**src/design/icache_cfg.svh**
```systemverilog
`ifndef ICACHE_CFG_SVH
`define ICACHE_CFG_SVH

// address and line geometry
`define ICACHE_ADDR_W      32
`define ICACHE_WAYS        4
`define ICACHE_LINE_BYTES  64
`define ICACHE_SETS        16

// memory side, one line arrives as eight 64-bit beats
`define ICACHE_BEAT_W      64
`define ICACHE_BEATS       8

// a cpu write here clears every valid bit
`define ICACHE_CTRL_ADDR   32'h0000_FFFC

// deep enough for one whole line
`define ICACHE_FIFO_DEPTH  8

`endif

```
**src/design/icache_pkg.sv**
```systemverilog
`default_nettype none

`include "icache_cfg.svh"

package icache_pkg;

    localparam int unsigned OFFSET_W   = $clog2(`ICACHE_LINE_BYTES);
    localparam int unsigned INDEX_W    = $clog2(`ICACHE_SETS);
    localparam int unsigned TAG_W      = `ICACHE_ADDR_W - INDEX_W - OFFSET_W;
    localparam int unsigned BEAT_IDX_W = $clog2(`ICACHE_BEATS);
    localparam int unsigned WAY_W      = $clog2(`ICACHE_WAYS);
    localparam int unsigned WORD_W     = 32;

    // address field positions: tag 31..10, index 9..6, beat 5..3, word 2
    localparam int unsigned WORD_BIT   = 2;
    localparam int unsigned BEAT_LSB   = $clog2(`ICACHE_BEAT_W / 8);
    localparam int unsigned INDEX_LSB  = OFFSET_W;
    localparam int unsigned TAG_LSB    = INDEX_LSB + INDEX_W;

    typedef logic [`ICACHE_ADDR_W-1:0] addr_t;
    typedef logic [TAG_W-1:0]          tag_t;
    typedef logic [INDEX_W-1:0]        index_t;
    typedef logic [BEAT_IDX_W-1:0]     beat_idx_t;
    typedef logic [WAY_W-1:0]          way_t;
    typedef logic [`ICACHE_WAYS-1:0]   way_vec_t;
    typedef logic [`ICACHE_BEAT_W-1:0] beat_t;
    typedef logic [WORD_W-1:0]         word_t;

endpackage

`default_nettype wire

```
**src/design/tag_store.sv**
```systemverilog
`default_nettype none

`include "icache_cfg.svh"

module tag_store import icache_pkg::*; (
    input  wire logic   clk_i,
    input  wire logic   rst_i,
    input  wire index_t lookup_index_i,
    input  wire tag_t   lookup_tag_i,
    input  wire logic   alloc_i,
    input  wire way_t   alloc_way_i,
    input  wire logic   inval_i,
    input  wire index_t inval_index_i,
    output way_vec_t    hit_vec_o
);

    tag_t     tag_mem  [`ICACHE_WAYS][`ICACHE_SETS];
    tag_t     tag_rd_q [`ICACHE_WAYS];
    way_vec_t valid_q  [`ICACHE_SETS];
    way_vec_t valid_rd_q;

    // --------------------
    // tag arrays
    // --------------------
    always_ff @(posedge clk_i) begin
        if (alloc_i) begin
            tag_mem[alloc_way_i][lookup_index_i] <= lookup_tag_i;
        end
        for (int w = 0; w < `ICACHE_WAYS; w++) begin
            tag_rd_q[w] <= tag_mem[w][lookup_index_i];
        end
    end

    // --------------------
    // valid bits
    // --------------------
    // one vector per set, so a whole set clears in one cycle
    always_ff @(posedge clk_i) begin
        if (rst_i) begin
            for (int s = 0; s < `ICACHE_SETS; s++) begin
                valid_q[s] <= '0;
            end
            valid_rd_q <= '0;
        end else begin
            if (inval_i) begin
                valid_q[inval_index_i] <= '0;
            end else if (alloc_i) begin
                valid_q[lookup_index_i][alloc_way_i] <= 1'b1;
            end
            valid_rd_q <= valid_q[lookup_index_i];
        end
    end

    // compare against the tag of the held address
    always_comb begin
        for (int w = 0; w < `ICACHE_WAYS; w++) begin
            hit_vec_o[w] = valid_rd_q[w] && (tag_rd_q[w] == lookup_tag_i);
        end
    end

endmodule

`default_nettype wire

```
**config.mk**
```make
export PLATFORM = sky130hd
export DESIGN_NAME = tag_store
export DESIGN_NICKNAME = d
export VERILOG_FILES = /design/src/design/icache_pkg.sv /design/src/design/tag_store.sv
export VERILOG_INCLUDE_DIRS = /design/src /design/src/design
export SDC_FILE = /design/constraint.sdc
export NUM_CORES = 1
export LEC_CHECK = 0
export BUFFER_PORTS_ARGS = -buffer_cell sky130_fd_sc_hd__buf_2
export CORE_ASPECT_RATIO = 1.25
export CORE_UTILIZATION = 40
export DETAILED_ROUTE_END_ITERATION = 6
export PLACE_DENSITY = 0.68
export SETUP_SLACK_MARGIN = 0.1
export SYNTH_ARGS = -nofsm -noshare
export SYNTH_HDL_FRONTEND = slang
export SYNTH_SLANG_ARGS = --single-unit
```
**constraint.sdc**
```tcl
create_clock -name clk_i -period 2.6 [get_ports clk_i]
set_input_delay 0.13 -clock clk_i [delete_from_list [all_inputs] [get_ports clk_i]]
set_output_delay 0.13 -clock clk_i [all_outputs]
set_load 0.01 [all_outputs]
```
==> out/summary.md, run 1 <==
The run finished, with violations left. The checks that failed: negative setup slack. The adder-cell share of the synthesized area is 0%. Ranked by total cell area, the synthesized netlist is headed by sky130_fd_sc_hd__edfxtp_1, sky130_fd_sc_hd__mux4_2, sky130_fd_sc_hd__dfxtp_1. The detailed router placed 28500 vias in this run. The run gives 0.0251 ns as the maximum clock skew at final layout. The run gives 0 as the total global routing overflow. Buffers placed on the I/O ports in this run total 39. The die is 348 um wide. The tools report the global-route usage over all layers as 18.6%.

The average footprint of a synthesized cell was 21.5 um^2; the power spent charging and discharging nets was 0.0107 W. The overall power of the completed layout is 0.0522 W. The min-delay analysis places its worst path in the category primary input to flop. For this run, the register share of the synthesized area comes to 77.1%. In this run the static leakage power is 21.6 nW.

The count of final setup violators is 1, and the power share of the clock group is 41.1%. The peak fanout along the critical path is 1. The logs give 77.4 mm for the final HPWL from detailed placement and 0 for the max-slew violation count. Summed over its instances, the top area cell type makes up 74.0% of the synthesized netlist area. In this run, CTS created clock tree buffers numbering 139. The final standard cell utilization of the core came out at 46.3%. The library cells used most frequently in the layout, excluding fill and tap cells, are sky130_fd_sc_hd__edfxtp_1, sky130_fd_sc_hd__mux4_2, sky130_fd_sc_hd__a22oi_1.

In this run the clock root is driven by a sky130_fd_sc_hd__clkbuf_16. Headroom to the max-slew limit came out at 24.1%. The most common cell after layout, fill and taps aside was sky130_fd_sc_hd__edfxtp_1. The logs give 158 for the count of standard-cell rows and 4766 for the number of cells in the design after placement. The worst register-to-register path has a depth of 4. The post-detailed-route wirelength per cell was 27.6 um; the placeable core area was 148000 um^2.

The run gives 1564 as the number of sinks driven by the clock tree. The kind of critical path is flop to primary output. The die is 434 um tall.

In the routed design, unresolved DRC markers number 0. For the wire length after detailed routing, the log shows 139 mm. The category of the worst setup path launch point was a flop. The source of the worst register-to-register timing path is valid_q[3][2]. Final hold analysis gives a worst-case slack of 0.0673 ns. For the combinational group share of total power, the log shows 5.2%.

Tracing the worst setup path back leads to its startpoint at tag_rd_q[0][15]. After synthesis, the largest family of logic cells by area is multiplexers. The floorplan step defined a die boundary enclosing 151000 um^2.

The ratio of cells with drive above 1 in the final layout came out at 28.8%. Via count of the first global-routing pass: 29500. Across the run, the number of max-cap violations was 0.

The library cell occupying the most area in the post-synthesis netlist is sky130_fd_sc_hd__edfxtp_1. Critical path arrival: 2.52 ns. For this run, the number of Yosys warnings is 0.

In this run the deepest clock path goes through 3 buffers. Entering global routing, the biggest net connects 121 pins. Summing the areas of all compound-gate instances in the mapped netlist gives 3.73% of the synthesized area. After Yosys synthesis, XOR and XNOR cells account for 1.29% of the synthesized area.

The first TritonRoute pass finished after 7 iterations. Setup repair after global routing could not meet its margin everywhere. The switching power as a share of total power was 20.5%; the sequential fraction of design power was 53.7%. In the synthesized netlist, mux cells make up 13.9% of the area. Top-level I/O count: 40.

The detailed router finished its first iteration with 3226 violations. The clock slew at the register clock pins of the worst setup and hold paths is 0.06 ns, and the number of antenna violations at the first check in global routing is 3. The number of failing hold endpoints at the final stage is 0. The setup check on the worst reg-to-reg path leaves a slack of 0.82 ns.

For this design the ratio of total power to cell area is 759 nW/um^2. The weighted congestion at the end of routability-driven global placement was 0.777. The number of nets handed over by synthesis was 2819.

For this run, the post-layout net count is 3046. Source-to-sink clock delay at the later pin of the worst-skew pair: 0.77 ns. The detail route stage leaves a number of antenna-violating nets equal to 0. Summing the areas of all and, or, nand and nor instances in the mapped netlist gives 2.35% of the synthesized area.

Once the clock tree was built, the setup fixing pass inserted 0 buffers. For this run, the top clock speed supported by timing is 377 MHz. Slew at the pin closest to its max-slew limit: 1.14 ns. The internal power of the cells totals 0.0415 W. The worst-case IR drop observed on VDD is 0.435 mV. The register bit total from synthesis was 1564; the synthesized instance count was 2783. The initial utilization of the core area, before any placement, comes to 40.3%.

The area growth from synthesis to layout is 15.0%, and the post-synthesis cell type count is 41. The per-cell via count in the routed design came out at 5.65. The endpoint identified for the worst register-to-register timing path is valid_rd_q[2]. The netlist area before placement is 59700 um^2.

The maximum level of the CTS H-tree was 4. The capturing instance or port of the critical path is hit_vec_o[0]. TritonCTS built the clock tree. The worst path in the final design needs a cycle of 2.65 ns, including I/O delays and setup. The worst setup path is captured at a primary output.

The first global-routing pass estimated 202 mm of wire. The data required time of the critical path is 2.47 ns, and the final critical-path share of the clock period is 102%. The worst hold path was traced through 2 stages. Once layout is complete, the cells apart from fillers number 5046. The run gives -0.0523 ns as the final worst slack.
-- critical path, stage by stage (launching register included) --
cell                      delay [ns]
sky130_fd_sc_hd__dfxtp_2        0.35
sky130_fd_sc_hd__xor2_1         0.19
sky130_fd_sc_hd__nor4_4         0.57
sky130_fd_sc_hd__nand4_1        0.24
sky130_fd_sc_hd__nor3_4         0.23
sky130_fd_sc_hd__buf_2          0.18
-- sequential cells by signal (all words and copies together), names as in the netlist --
signal / count
tag_mem: 1408
tag_rd_q: 88
valid_rd_q: 4
valid_q: 64
-- per-stage QoR --
step,setup WS (ns),instance area [um^2],TNS [ns]
after global placement,-0.221,63600,-0.221
after floorplan,0.128,59700,0
after detailed placement,-0.219,63600,-0.219
final,-0.0523,68700,-0.0523
after global routing,-0.0588,68700,-0.0588
after CTS,-0.132,68700,-0.132
-- power by group through the flow --
stage                     registers (W)  logic (W)  clock network, W
after floorplan                  0.0285    0.00154                 0
after global placement           0.0286    0.00262                 0
after detailed placement         0.0286    0.00266                 0
after CTS                        0.0280    0.00272            0.0217
after global routing             0.0280    0.00288            0.0226
final                            0.0280    0.00270            0.0214
-- cells in the mapped netlist --
master	n
sky130_fd_sc_hd__or4_4	1
sky130_fd_sc_hd__a21oi_1	2
sky130_fd_sc_hd__a31oi_4	13
sky130_fd_sc_hd__o22ai_1	1
sky130_fd_sc_hd__a31oi_2	3
sky130_fd_sc_hd__nor4_1	18
sky130_fd_sc_hd__clkbuf_1	24
sky130_fd_sc_hd__buf_6	28
sky130_fd_sc_hd__nor3_1	17
sky130_fd_sc_hd__a22oi_1	182
sky130_fd_sc_hd__and2_0	2
sky130_fd_sc_hd__edfxtp_1	1472
sky130_fd_sc_hd__nor2_4	1
sky130_fd_sc_hd__o31ai_1	1
sky130_fd_sc_hd__nor2_1	127
sky130_fd_sc_hd__inv_1	1
sky130_fd_sc_hd__nand2_2	1
sky130_fd_sc_hd__or4_1	3
sky130_fd_sc_hd__buf_2	77
sky130_fd_sc_hd__nor2_2	8
sky130_fd_sc_hd__buf_4	16
sky130_fd_sc_hd__nand3_1	15
sky130_fd_sc_hd__a31oi_1	1
sky130_fd_sc_hd__mux4_2	361
sky130_fd_sc_hd__mux2i_1	17
sky130_fd_sc_hd__nand2b_1	7
sky130_fd_sc_hd__o21bai_1	67
sky130_fd_sc_hd__buf_1	16
sky130_fd_sc_hd__clkbuf_2	2
sky130_fd_sc_hd__xor2_1	60
sky130_fd_sc_hd__or2_2	1
sky130_fd_sc_hd__or2_1	1
sky130_fd_sc_hd__nor3b_4	1
sky130_fd_sc_hd__dfxtp_1	92
sky130_fd_sc_hd__xnor2_1	28
sky130_fd_sc_hd__and3_1	1
sky130_fd_sc_hd__nor2b_1	4
sky130_fd_sc_hd__nand4_1	12
sky130_fd_sc_hd__mux2_2	1
sky130_fd_sc_hd__nand2_1	95
sky130_fd_sc_hd__o21ai_0	3
-- routing by layer --
metal,up-vias,global-route usage [%],share of wire [%]
met5,-,0,0
met3,209,3.27,6.7
met4,0,7.11,3.6
li1,12000,-,-
met2,1111,32.4,51
met1,15200,23.2,38
-- worst min path at each step --
stage	slack, ns	from	endpoint
2_1_floorplan	0.23	lookup_tag_i[0]	tag_mem[0][0]
3_3_place_gp	0.57	lookup_tag_i[21]	tag_mem[3][285]
3_5_place_dp	0.59	lookup_tag_i[21]	tag_mem[3][285]
4_1_cts	0.006	lookup_tag_i[1]	tag_mem[2][111]
5_1_grt	0.02	lookup_tag_i[13]	tag_mem[1][167]
6_report	0.07	lookup_tag_i[1]	tag_mem[2][331]
-- what timing repair did --
action | in CTS | in global routing
hold buffers | 23 | 0
pin swaps | 2 | 0
gates resized for setup | 8 | 10
hold endpoints to repair | 302 | 0
setup endpoints to repair | 3 | 4
-- cell type report --
| cell class | instances | area, um^2 |
|---|---|---|
| Fill cell | 12100 | 79600 |
| Sequential cell | 1564 | 46000 |
| Multi-Input combinational cell | 1055 | 12900 |
| Clock buffer | 186 | 3840 |
| Timing Repair Buffer | 249 | 2540 |
| Tap cell | 1920 | 2400 |
| Clock inverter | 68 | 915 |
| Antenna cell | 3 | 7.51 |
| Inverter | 1 | 3.75 |
-- logic make-up after synthesis --
kind of cell | Yosys count
AOI/OAI and AO/OA | 273
xor gates and xnor gates | 88
buffers and inverters | 164
DFF | 1564
muxes | 379
and+or+nand+nor | 315
Note: power is estimated with default switching activity, not from simulation.
==> run 2: changes to the inputs <==
--- a/config.mk
+++ b/config.mk
@@ -8,10 +8,12 @@
 export LEC_CHECK = 0
 export BUFFER_PORTS_ARGS = -buffer_cell sky130_fd_sc_hd__buf_2
 export CORE_ASPECT_RATIO = 1.25
+export CORE_MARGIN = 3
 export CORE_UTILIZATION = 40
 export DETAILED_ROUTE_END_ITERATION = 6
 export PLACE_DENSITY = 0.68
 export SETUP_SLACK_MARGIN = 0.1
+export SKIP_LAST_GASP = 1
 export SYNTH_ARGS = -nofsm -noshare
 export SYNTH_HDL_FRONTEND = slang
 export SYNTH_SLANG_ARGS = --single-unit
==> run 2 against run 1 <==
Effect of this change: the run now ends clean; core utilization increased by 0.28 points; non-clock buffer count increased by 17; cell count about the same; fmax increased by 6.8%; clock skew decreased by 0.0024 ns; routed wire length decreased by 3.2%; critical endpoint is now hit_vec_o[1]; largest power group unchanged; highest routed layer unchanged.
==> out/summary.md, run 2 (synthesized netlist as in run 1, its figures left out) <==
The min-delay analysis places its worst path in the category primary input to flop. The met2 wirelength from detailed routing was 70.1 mm (-2.2%). The critical path arrival came out at 2.35 ns (-0.17 ns).

The path with the worst hold slack has its endpoint at tag_mem[0][36]. The run gives 199 mm (-1.6%) as the first-pass GRT wire length. The run finished with clean final reports. The number of cells in the finished layout apart from fillers was 5047 (+0.020%); the largest net degree at the start of global routing was 89 (-26%).

The ratio of cells with drive above 1 in the final layout is 28.9% (+0.16 points). The critical path goes through xor2_2 -> nor4_1 -> buf_4 -> nand4_1 -> nor3_4 -> buf_6 -> buf_6. The vertical die dimension was 438 um (+0.92%); the total via count in the routed design was 28500 (+0.0070%).

The tools report the count of routing violations after the opening detailed-route iteration as 3110 (-3.6%). The run gives 3 (unchanged) as the buffer depth of the longest clock path. The longest individual stage delay on the worst path was 0.33 ns (-0.24 ns); the count of standard-cell rows was 157 (-0.63%).

The count of input and output buffers is 39 (unchanged). The number of flip-flops under the largest register name is 1408 (unchanged), and the starting density of the core is 40.5% (+0.26 points). The logs give 0.776 (about the same) for the weighted congestion at the end of routability-driven global placement and 403 MHz (+6.8%) for the maximum operating frequency.

The final worst slack is 0.117 ns (+0.170 ns). Origin of the worst min-delay path: lookup_tag_i[14]. The first element of the critical path was tag_rd_q[1][7]. The number of sinks driven by the clock tree came out at 1564 (unchanged).

The final critical-path share of the clock period was 95.5% (-6.5 points); the total met3 wirelength after detailed routing was 8.95 mm (-4.0%). The buffer count from post-CTS setup fixing came out at 0 (unchanged). The max-slew violation count is 0 (unchanged). Number of fillers in the final layout: 11900 (-1.3%).

The die area came out at 154000 um^2 (+2.1%). Setup repair after global routing could not meet its margin everywhere. The number of failing hold endpoints at the final stage is 0 (unchanged). Endpoint class of the critical path: a primary output. The logs give 137 (-1.4%) for the number of buffers created by CTS and 5.3% (about the same) for the combinational group share of total power. The run gives 0.0405 W (-2.2%) as the total internal power. For the number of nets with antenna violations after routing, the log shows 0 (unchanged).

The per-cell via count in the routed design is 5.65 (about the same). The accumulated negative setup slack was 0 ns (+0.0523 ns); the number of detailed-route iterations in the first pass was 5 (-2). The slew at the pin closest to its max-slew limit is 1.02 ns (-0.119 ns), and the number of cells in the design after placement is 4768 (+0.042%).

For the count of final setup violators, the log shows 0 (-1). The maximum clock skew at final layout was 0.0228 ns (-0.00235 ns). Switching power as a share of total power: 20.7% (+0.18 points).

On the critical path, the stage with the largest delay is an instance of sky130_fd_sc_hd__dfxtp_2. In the layout the commonest cells are sky130_fd_sc_hd__edfxtp_1, sky130_fd_sc_hd__mux4_2, sky130_fd_sc_hd__a22oi_1. After detailed routing, no signal wire sits above met4. The number of cells traversed by the worst register-to-register path was 4 (unchanged).

The setup slack of the worst register-to-register path is 0.85 ns (+0.03 ns), and the total global routing overflow is 0 (unchanged). The buffers plus inverters on the worst setup path was 3 (+2); the number of antenna violations at the first check in global routing was 1 (-2). The data required time of the critical path was 2.47 ns (about the same); the power share of the clock group was 39.9% (-1.2 points). In this run the critical register-to-register path is captured at valid_rd_q[0]. The cell that appears most often on the critical path is sky130_fd_sc_hd__buf_6.

The clock period minus final worst setup slack was 2.48 ns (-0.170 ns). The power density over the cells is 744 nW/um^2 (-2.0%), and the source-to-sink clock delay at the later pin of the worst-skew pair is 0.76 ns (about the same). The count of cells along the worst hold path is 2 (unchanged), and the peak supply drop is 0.535 mV (+23%). The wire length after detailed routing is 135 mm (-3.2%).

Sequential fraction of design power: 54.8% (+1.1 points). The final standard cell utilization of the core is 46.6% (+0.28 points), and the via count of the first global-routing pass is 29400 (-0.22%). The relative slew slack was 32.2% (+8.1 points). Most common cell after layout, fill and taps aside: sky130_fd_sc_hd__edfxtp_1. Placeable core area: 147000 um^2 (-0.63%). Number of max-cap violations: 0 (unchanged). Dominant delay contributor by cell family on the critical path: simple AND/OR/NAND/NOR gates. The wire length on met1 was 52.2 mm (-2.1%).

The die width was 352 um (+1.2%). The clock slew at the register clock pins of the worst setup and hold paths was 0.07 ns (about the same). STA classifies the critical path startpoint as a flop. The largest registers in the layout are tag_mem: 1408 flops, tag_rd_q: 88 flops, valid_q: 64 flops.

The area growth from synthesis to layout is 15.0% (about the same). The register with the most flip-flops was tag_mem. The peak fanout along the critical path was 1 (unchanged); the top-level I/O count was 40 (unchanged). TritonCTS built the clock tree.

The clock root buffer is sky130_fd_sc_hd__clkbuf_16. The setup slack at placement is 0.302 ns (+0.520 ns). The setup path with the least slack is of type flop to primary output.

The tools report the leakage component of the power as 21.6 nW (about the same). The source of the worst register-to-register timing path is valid_q[15][0]. The run gives 0.0106 W (-1.1%) as the power spent charging and discharging nets. For the global-route usage over all layers, the log shows 17.7% (-0.95 points).

The post-detailed-route wirelength per cell works out to 26.7 um (-3.2%). The tools report the number of nets at the end of the flow as 3061 (+0.49%). The maximum level of the CTS H-tree is 4 (unchanged), and the final HPWL from detailed placement is 76.6 mm (-0.96%). The DRC violations left came out at 0 (unchanged).
-- run 2: power groups by stage --
stage,Clock (W),Combinational [W],Sequential [W]
detailed placement,0,0.00270,0.0286
finish,0.0204,0.00273,0.0280
global route,0.0217,0.00292,0.0280
global placement,0,0.00266,0.0285
CTS,0.0207,0.00276,0.0280
floorplan,0,0.00154,0.0285
-- run 2: per-stage QoR --
step / cell area [um^2] / hold slack (ns) / power (W)
after floorplan: 59700 / 0.229 / 0.0301
after global placement: 63800 / 0.565 / 0.0312
after global routing: 68700 / 0.0126 / 0.0526
after detailed placement: 63800 / 0.566 / 0.0313
after CTS: 68600 / 0.00403 / 0.0515
final: 68700 / 0.0363 / 0.0511
-- run 2: how the worst max path moves through the flow --
| stage | slack (ns) | depth (start not counted) | end |
|---|---|---|---|
| floorplan | 0.13 | 7 | tag_mem[0][100] |
| global placement | 0.27 | 8 | hit_vec_o[1] |
| detailed placement | 0.30 | 8 | hit_vec_o[1] |
| CTS | -0.04 | 7 | hit_vec_o[1] |
| global route | 0.01 | 7 | hit_vec_o[1] |
| finish | 0.12 | 7 | hit_vec_o[1] |
-- run 2: layer usage --
metal	GRT usage [%]	vias up
li1	-	12000
met1	22.8	15300
met2	30.4	1035
met3	3.01	179
met4	5.68	0
met5	0	-
-- run 2: area by class of cell --
class	instances	area (um^2)	area share (%)
flip-flops and latches	1564	46000	67.0
multi-input cells	1055	12900	18.8
clock buffers	193	4000	5.83
repair buffers	266	2770	4.03
well taps	1908	2390	3.48
clock inverters	58	538	0.783
diodes	2	5.00	0.00729
inverters	1	3.75	0.00547
-- run 2: repair_timing --
action                                  4_1_cts  5_1_grt
hold buffers                                 25        1
endpoints found under the hold margin       124        3
pin swaps                                     1        2
endpoints found under the setup margin        4        3
gates resized for setup                       4       10
==> run 3: changes to the inputs <==
--- a/config.mk
+++ b/config.mk
@@ -8,8 +8,9 @@
 export LEC_CHECK = 0
 export BUFFER_PORTS_ARGS = -buffer_cell sky130_fd_sc_hd__buf_2
 export CORE_ASPECT_RATIO = 1.25
-export CORE_MARGIN = 3
+export CORE_MARGIN = 1.5
 export CORE_UTILIZATION = 40
+export CTS_BUF_LIST = sky130_fd_sc_hd__clkbuf_8
 export DETAILED_ROUTE_END_ITERATION = 6
 export PLACE_DENSITY = 0.68
 export SETUP_SLACK_MARGIN = 0.1
==> run 3 against run 2 <==
Effect of this change: the run now ends with negative setup slack left; routed wire length rose by 4.8%; sequential cell count unchanged; critical path depth grew 2; die area down 1.5%; sequential power about the same; first-iteration DRC count decreased by 5.6%; clock skew is 0.017 ns higher; clock power fell by 10%; fmax shrank 5.6%; register-to-register slack worse by 0.07 ns; critical path type is now primary input to primary output; critical endpoint is now hit_vec_o[3]; largest power group unchanged; highest routed layer unchanged.
==> out/summary.md, run 3 (synthesized netlist as in run 1, its figures left out) <==
The flow ran to the end, but the final reports show violations. The final reports fail on negative setup slack. Wire length after detailed routing: 141 mm (+4.8%). Setup repair after global routing could not meet its margin everywhere.

For the relative slew slack, the log shows 15.4% (-17 points). The met2 track demand over resource in global routing is 33.6% (+3.2 points), and the source-to-sink clock delay at the later pin of the worst-skew pair is 0.89 ns (+0.13 ns). The setup slack of the worst register-to-register path is 0.78 ns (-0.07 ns), and the power density over the cells is 716 nW/um^2 (-3.7%). The die width works out to 349 um (-0.85%). For the data required time of the critical path, the log shows 2.47 ns (about the same). The first-pass GRT wire length was 205 mm (+3.0%); the count of cells along the worst hold path was 2 (unchanged). The tools report the weighted congestion at the end of routability-driven global placement as 0.765 (-1.4%).

The tools report the critical path arrival as 2.50 ns (+0.15 ns). The logs give 2935 (-5.6%) for the count of routing violations after the opening detailed-route iteration and 40.3% (-0.26 points) for the starting density of the core. The post-detailed-route wirelength per cell was 27.0 um (+1.1%); the number of nets with antenna violations after routing was 0 (unchanged). The slew at the pin closest to its max-slew limit was 1.27 ns (+0.250 ns). The largest net degree at the start of global routing came out at 72 (-19%). For the maximum operating frequency, the log shows 380 MHz (-5.6%). The critical path in this run is classified as primary input to primary output. In this run the critical register-to-register path is captured at valid_rd_q[2]. The tools report the clock root buffer as sky130_fd_sc_hd__clkbuf_8. STA classifies the critical path endpoint as a primary output. The maximum level of the CTS H-tree came out at 4 (unchanged).

The max-slew violation count came out at 0 (unchanged). The most congested layer reported by global routing is met2. The leakage component of the power is 22.0 nW (+1.8%), and the final HPWL from detailed placement is 77.8 mm (+1.5%). The library cell appearing most often on the critical path was sky130_fd_sc_hd__buf_2. The clock slew at the register clock pins of the worst setup and hold paths was 0.08 ns (about the same); the number of cells in the finished layout apart from fillers was 5234 (+3.7%). The top-level I/O count is 40 (unchanged). The signal on the critical path passes through buf_2 -> dlygate4sd3_1 -> buf_6 -> xor2_1 -> nor4_2 -> nand4_1 -> nor3_4 -> buf_4 -> buf_2. The logs give 18.6% (+0.97 points) for the global-route usage over all layers and 0.0396 ns (+0.0169 ns) for the maximum clock skew at final layout. Hold path endpoint: tag_mem[3][38].

Source of the worst register-to-register timing path: valid_q[12][2]. The final standard cell utilization of the core came out at 46.3% (-0.33 points). The placeable core area is 148000 um^2 (+0.64%), and the clock period minus final worst setup slack is 2.63 ns (+0.148 ns). Path category of the worst min-delay check: primary input to flop. The overall power of the completed layout is 0.0492 W (-3.8%), and the area growth from synthesis to layout is 14.9% (about the same). The final worst slack was -0.0304 ns (-0.148 ns).

The tools report the DRC violations left as 0 (unchanged). The buffer count from post-CTS setup fixing came out at 0 (unchanged). The number of buffers created by CTS is 210 (+53%), and the peak fanout along the critical path is 33 (+32). The ratio of cells with drive above 1 in the final layout is 30.8% (+1.9 points).

The total via count in the routed design is 29100 (+2.0%). The tools report the number of sinks driven by the clock tree as 1564 (unchanged). The number of cells traversed by the worst register-to-register path came out at 4 (unchanged).

The longest individual stage delay on the worst path is 0.76 ns (+0.43 ns). The buffer depth of the longest clock path was 3 (unchanged); the count of input and output buffers was 39 (unchanged). The total global routing overflow is 0 (unchanged).

The number of antenna violations at the first check in global routing is 5 (+4). The startpoint identified for the worst hold timing path is lookup_tag_i[16]. The tools report the number of nets at the end of the flow as 3166 (+3.4%). The tools report the count of standard-cell rows as 158 (+0.64%). The per-cell via count in the routed design came out at 5.56 (-1.6%). The run gives 4782 (+0.29%) as the number of cells in the design after placement. The largest registers in the layout are tag_mem: 1408 flops, tag_rd_q: 88 flops, valid_q: 64 flops. The number of max-cap violations came out at 0 (unchanged). The number of detailed-route iterations in the first pass came out at 7 (+2). The met3 usage came out at 2.76% (-0.25 points).

Final critical-path share of the clock period: 101% (+5.7 points). For the number of failing hold endpoints at the final stage, the log shows 0 (unchanged). Leaving out fill and tap cells, the most frequent cell in the layout is sky130_fd_sc_hd__edfxtp_1. The category of the worst setup path launch point was a primary input. The run gives 22.8% (-0.071 points) as the global-route track usage on met1. Cell with the largest stage delay on the worst path: sky130_fd_sc_hd__dlygate4sd3_1. For the worst hold slack, the log shows 0.0859 ns (+0.0496 ns). The number of flip-flops under the largest register name works out to 1408 (unchanged). Via count of the first global-routing pass: 30500 (+3.8%). TritonCTS built the clock tree. The tools report the peak supply drop as 0.412 mV (-23%).

The register with the most flip-flops is tag_mem. The top cell types in the final layout, fill and taps aside, are sky130_fd_sc_hd__edfxtp_1, sky130_fd_sc_hd__mux4_2, sky130_fd_sc_hd__clkbuf_8. The vertical die dimension was 435 um (-0.68%). The run gives 3 (+3) as the count of final setup violators.

The die area came out at 152000 um^2 (-1.5%).
==> run 3: cell types whose count changed in the layout (fill, tap and decap cells not counted), moves of 6 or more <==
cell and delta:
sky130_fd_sc_hd__clkbuf_1 -31, sky130_fd_sc_hd__dlygate4sd3_1 +28, sky130_fd_sc_hd__dfxtp_1 -7, sky130_fd_sc_hd__clkbuf_8 +222
sky130_fd_sc_hd__clkinv_2 +13, sky130_fd_sc_hd__buf_4 +18, sky130_fd_sc_hd__buf_12 -14, sky130_fd_sc_hd__clkbuf_16 -147
sky130_fd_sc_hd__dfxtp_2 +7, sky130_fd_sc_hd__inv_1 +77, sky130_fd_sc_hd__clkinv_1 +8, sky130_fd_sc_hd__xor2_1 -6
==> run 3: worst max-delay path by stage <==
stage                     slack (ns)         endpoint         startpoint  cells past startpoint
after floorplan                 0.13  tag_mem[0][100]  lookup_index_i[3]                      7
after global placement          0.11     hit_vec_o[3]    lookup_tag_i[6]                      7
after detailed placement        0.13     hit_vec_o[2]    lookup_tag_i[6]                      7
after CTS                      -0.14     hit_vec_o[3]   lookup_tag_i[10]                      9
after global routing           -0.14     hit_vec_o[3]   lookup_tag_i[10]                      9
final                          -0.03     hit_vec_o[3]   lookup_tag_i[10]                      9
==> run 3: metal layers <==
layer | vias up | routed length [um] | share of wire (%)
li1 | 12300 | - | -
met2 | 1105 | 75900 | 54
met1 | 15500 | 52600 | 37
met4 | 0 | 4150 | 2.9
met5 | - | 0 | 0
met3 | 222 | 8670 | 6.1
==> run 3: metrics by stage <==
stage / setup slack (ns) / cell area (um^2) / setup TNS [ns]
after CTS: -0.144 / 68600 / -0.423
after global routing: -0.141 / 68600 / -0.391
after detailed placement: 0.126 / 63600 / 0
after floorplan: 0.128 / 59700 / 0
final: -0.0304 / 68600 / -0.0482
after global placement: 0.113 / 63600 / 0
==> run 3: final cells by class <==
class | instances | area, um^2
Inverter | 1 | 3.75
Antenna cell | 2 | 5.00
Timing Repair Buffer | 298 | 2910
Tap cell | 1920 | 2400
Sequential cell | 1564 | 46100
Clock inverter | 157 | 945
Fill cell | 12200 | 79600
Multi-Input combinational cell | 1055 | 13100
Clock buffer | 237 | 3260
==> run 3: report_power, final <==
group | internal (W) | leakage [nW] | switching [W] | total, W
Clock | 0.00936 | 2.45 | 0.00894 | 0.0183
Sequential | 0.0279 | 14.1 | 0.000145 | 0.0280
Combinational | 0.00113 | 5.52 | 0.00171 | 0.00284
==> run 3: worst max-delay path: cells and delay by family <==
kind / cells / cell delay [ns]
AND/OR/NAND/NOR: 3 / 0.70
buffers and inverters: 5 / 1.50
XOR/XNOR: 1 / 0.16
==> run 3: what timing repair did <==
action,CTS,global route
hold buffers,56,0
endpoints found under the setup margin,4,4
hold endpoints to repair,1016,0
gates resized for setup,24,13
gates cloned,0,0
pin swaps,7,11
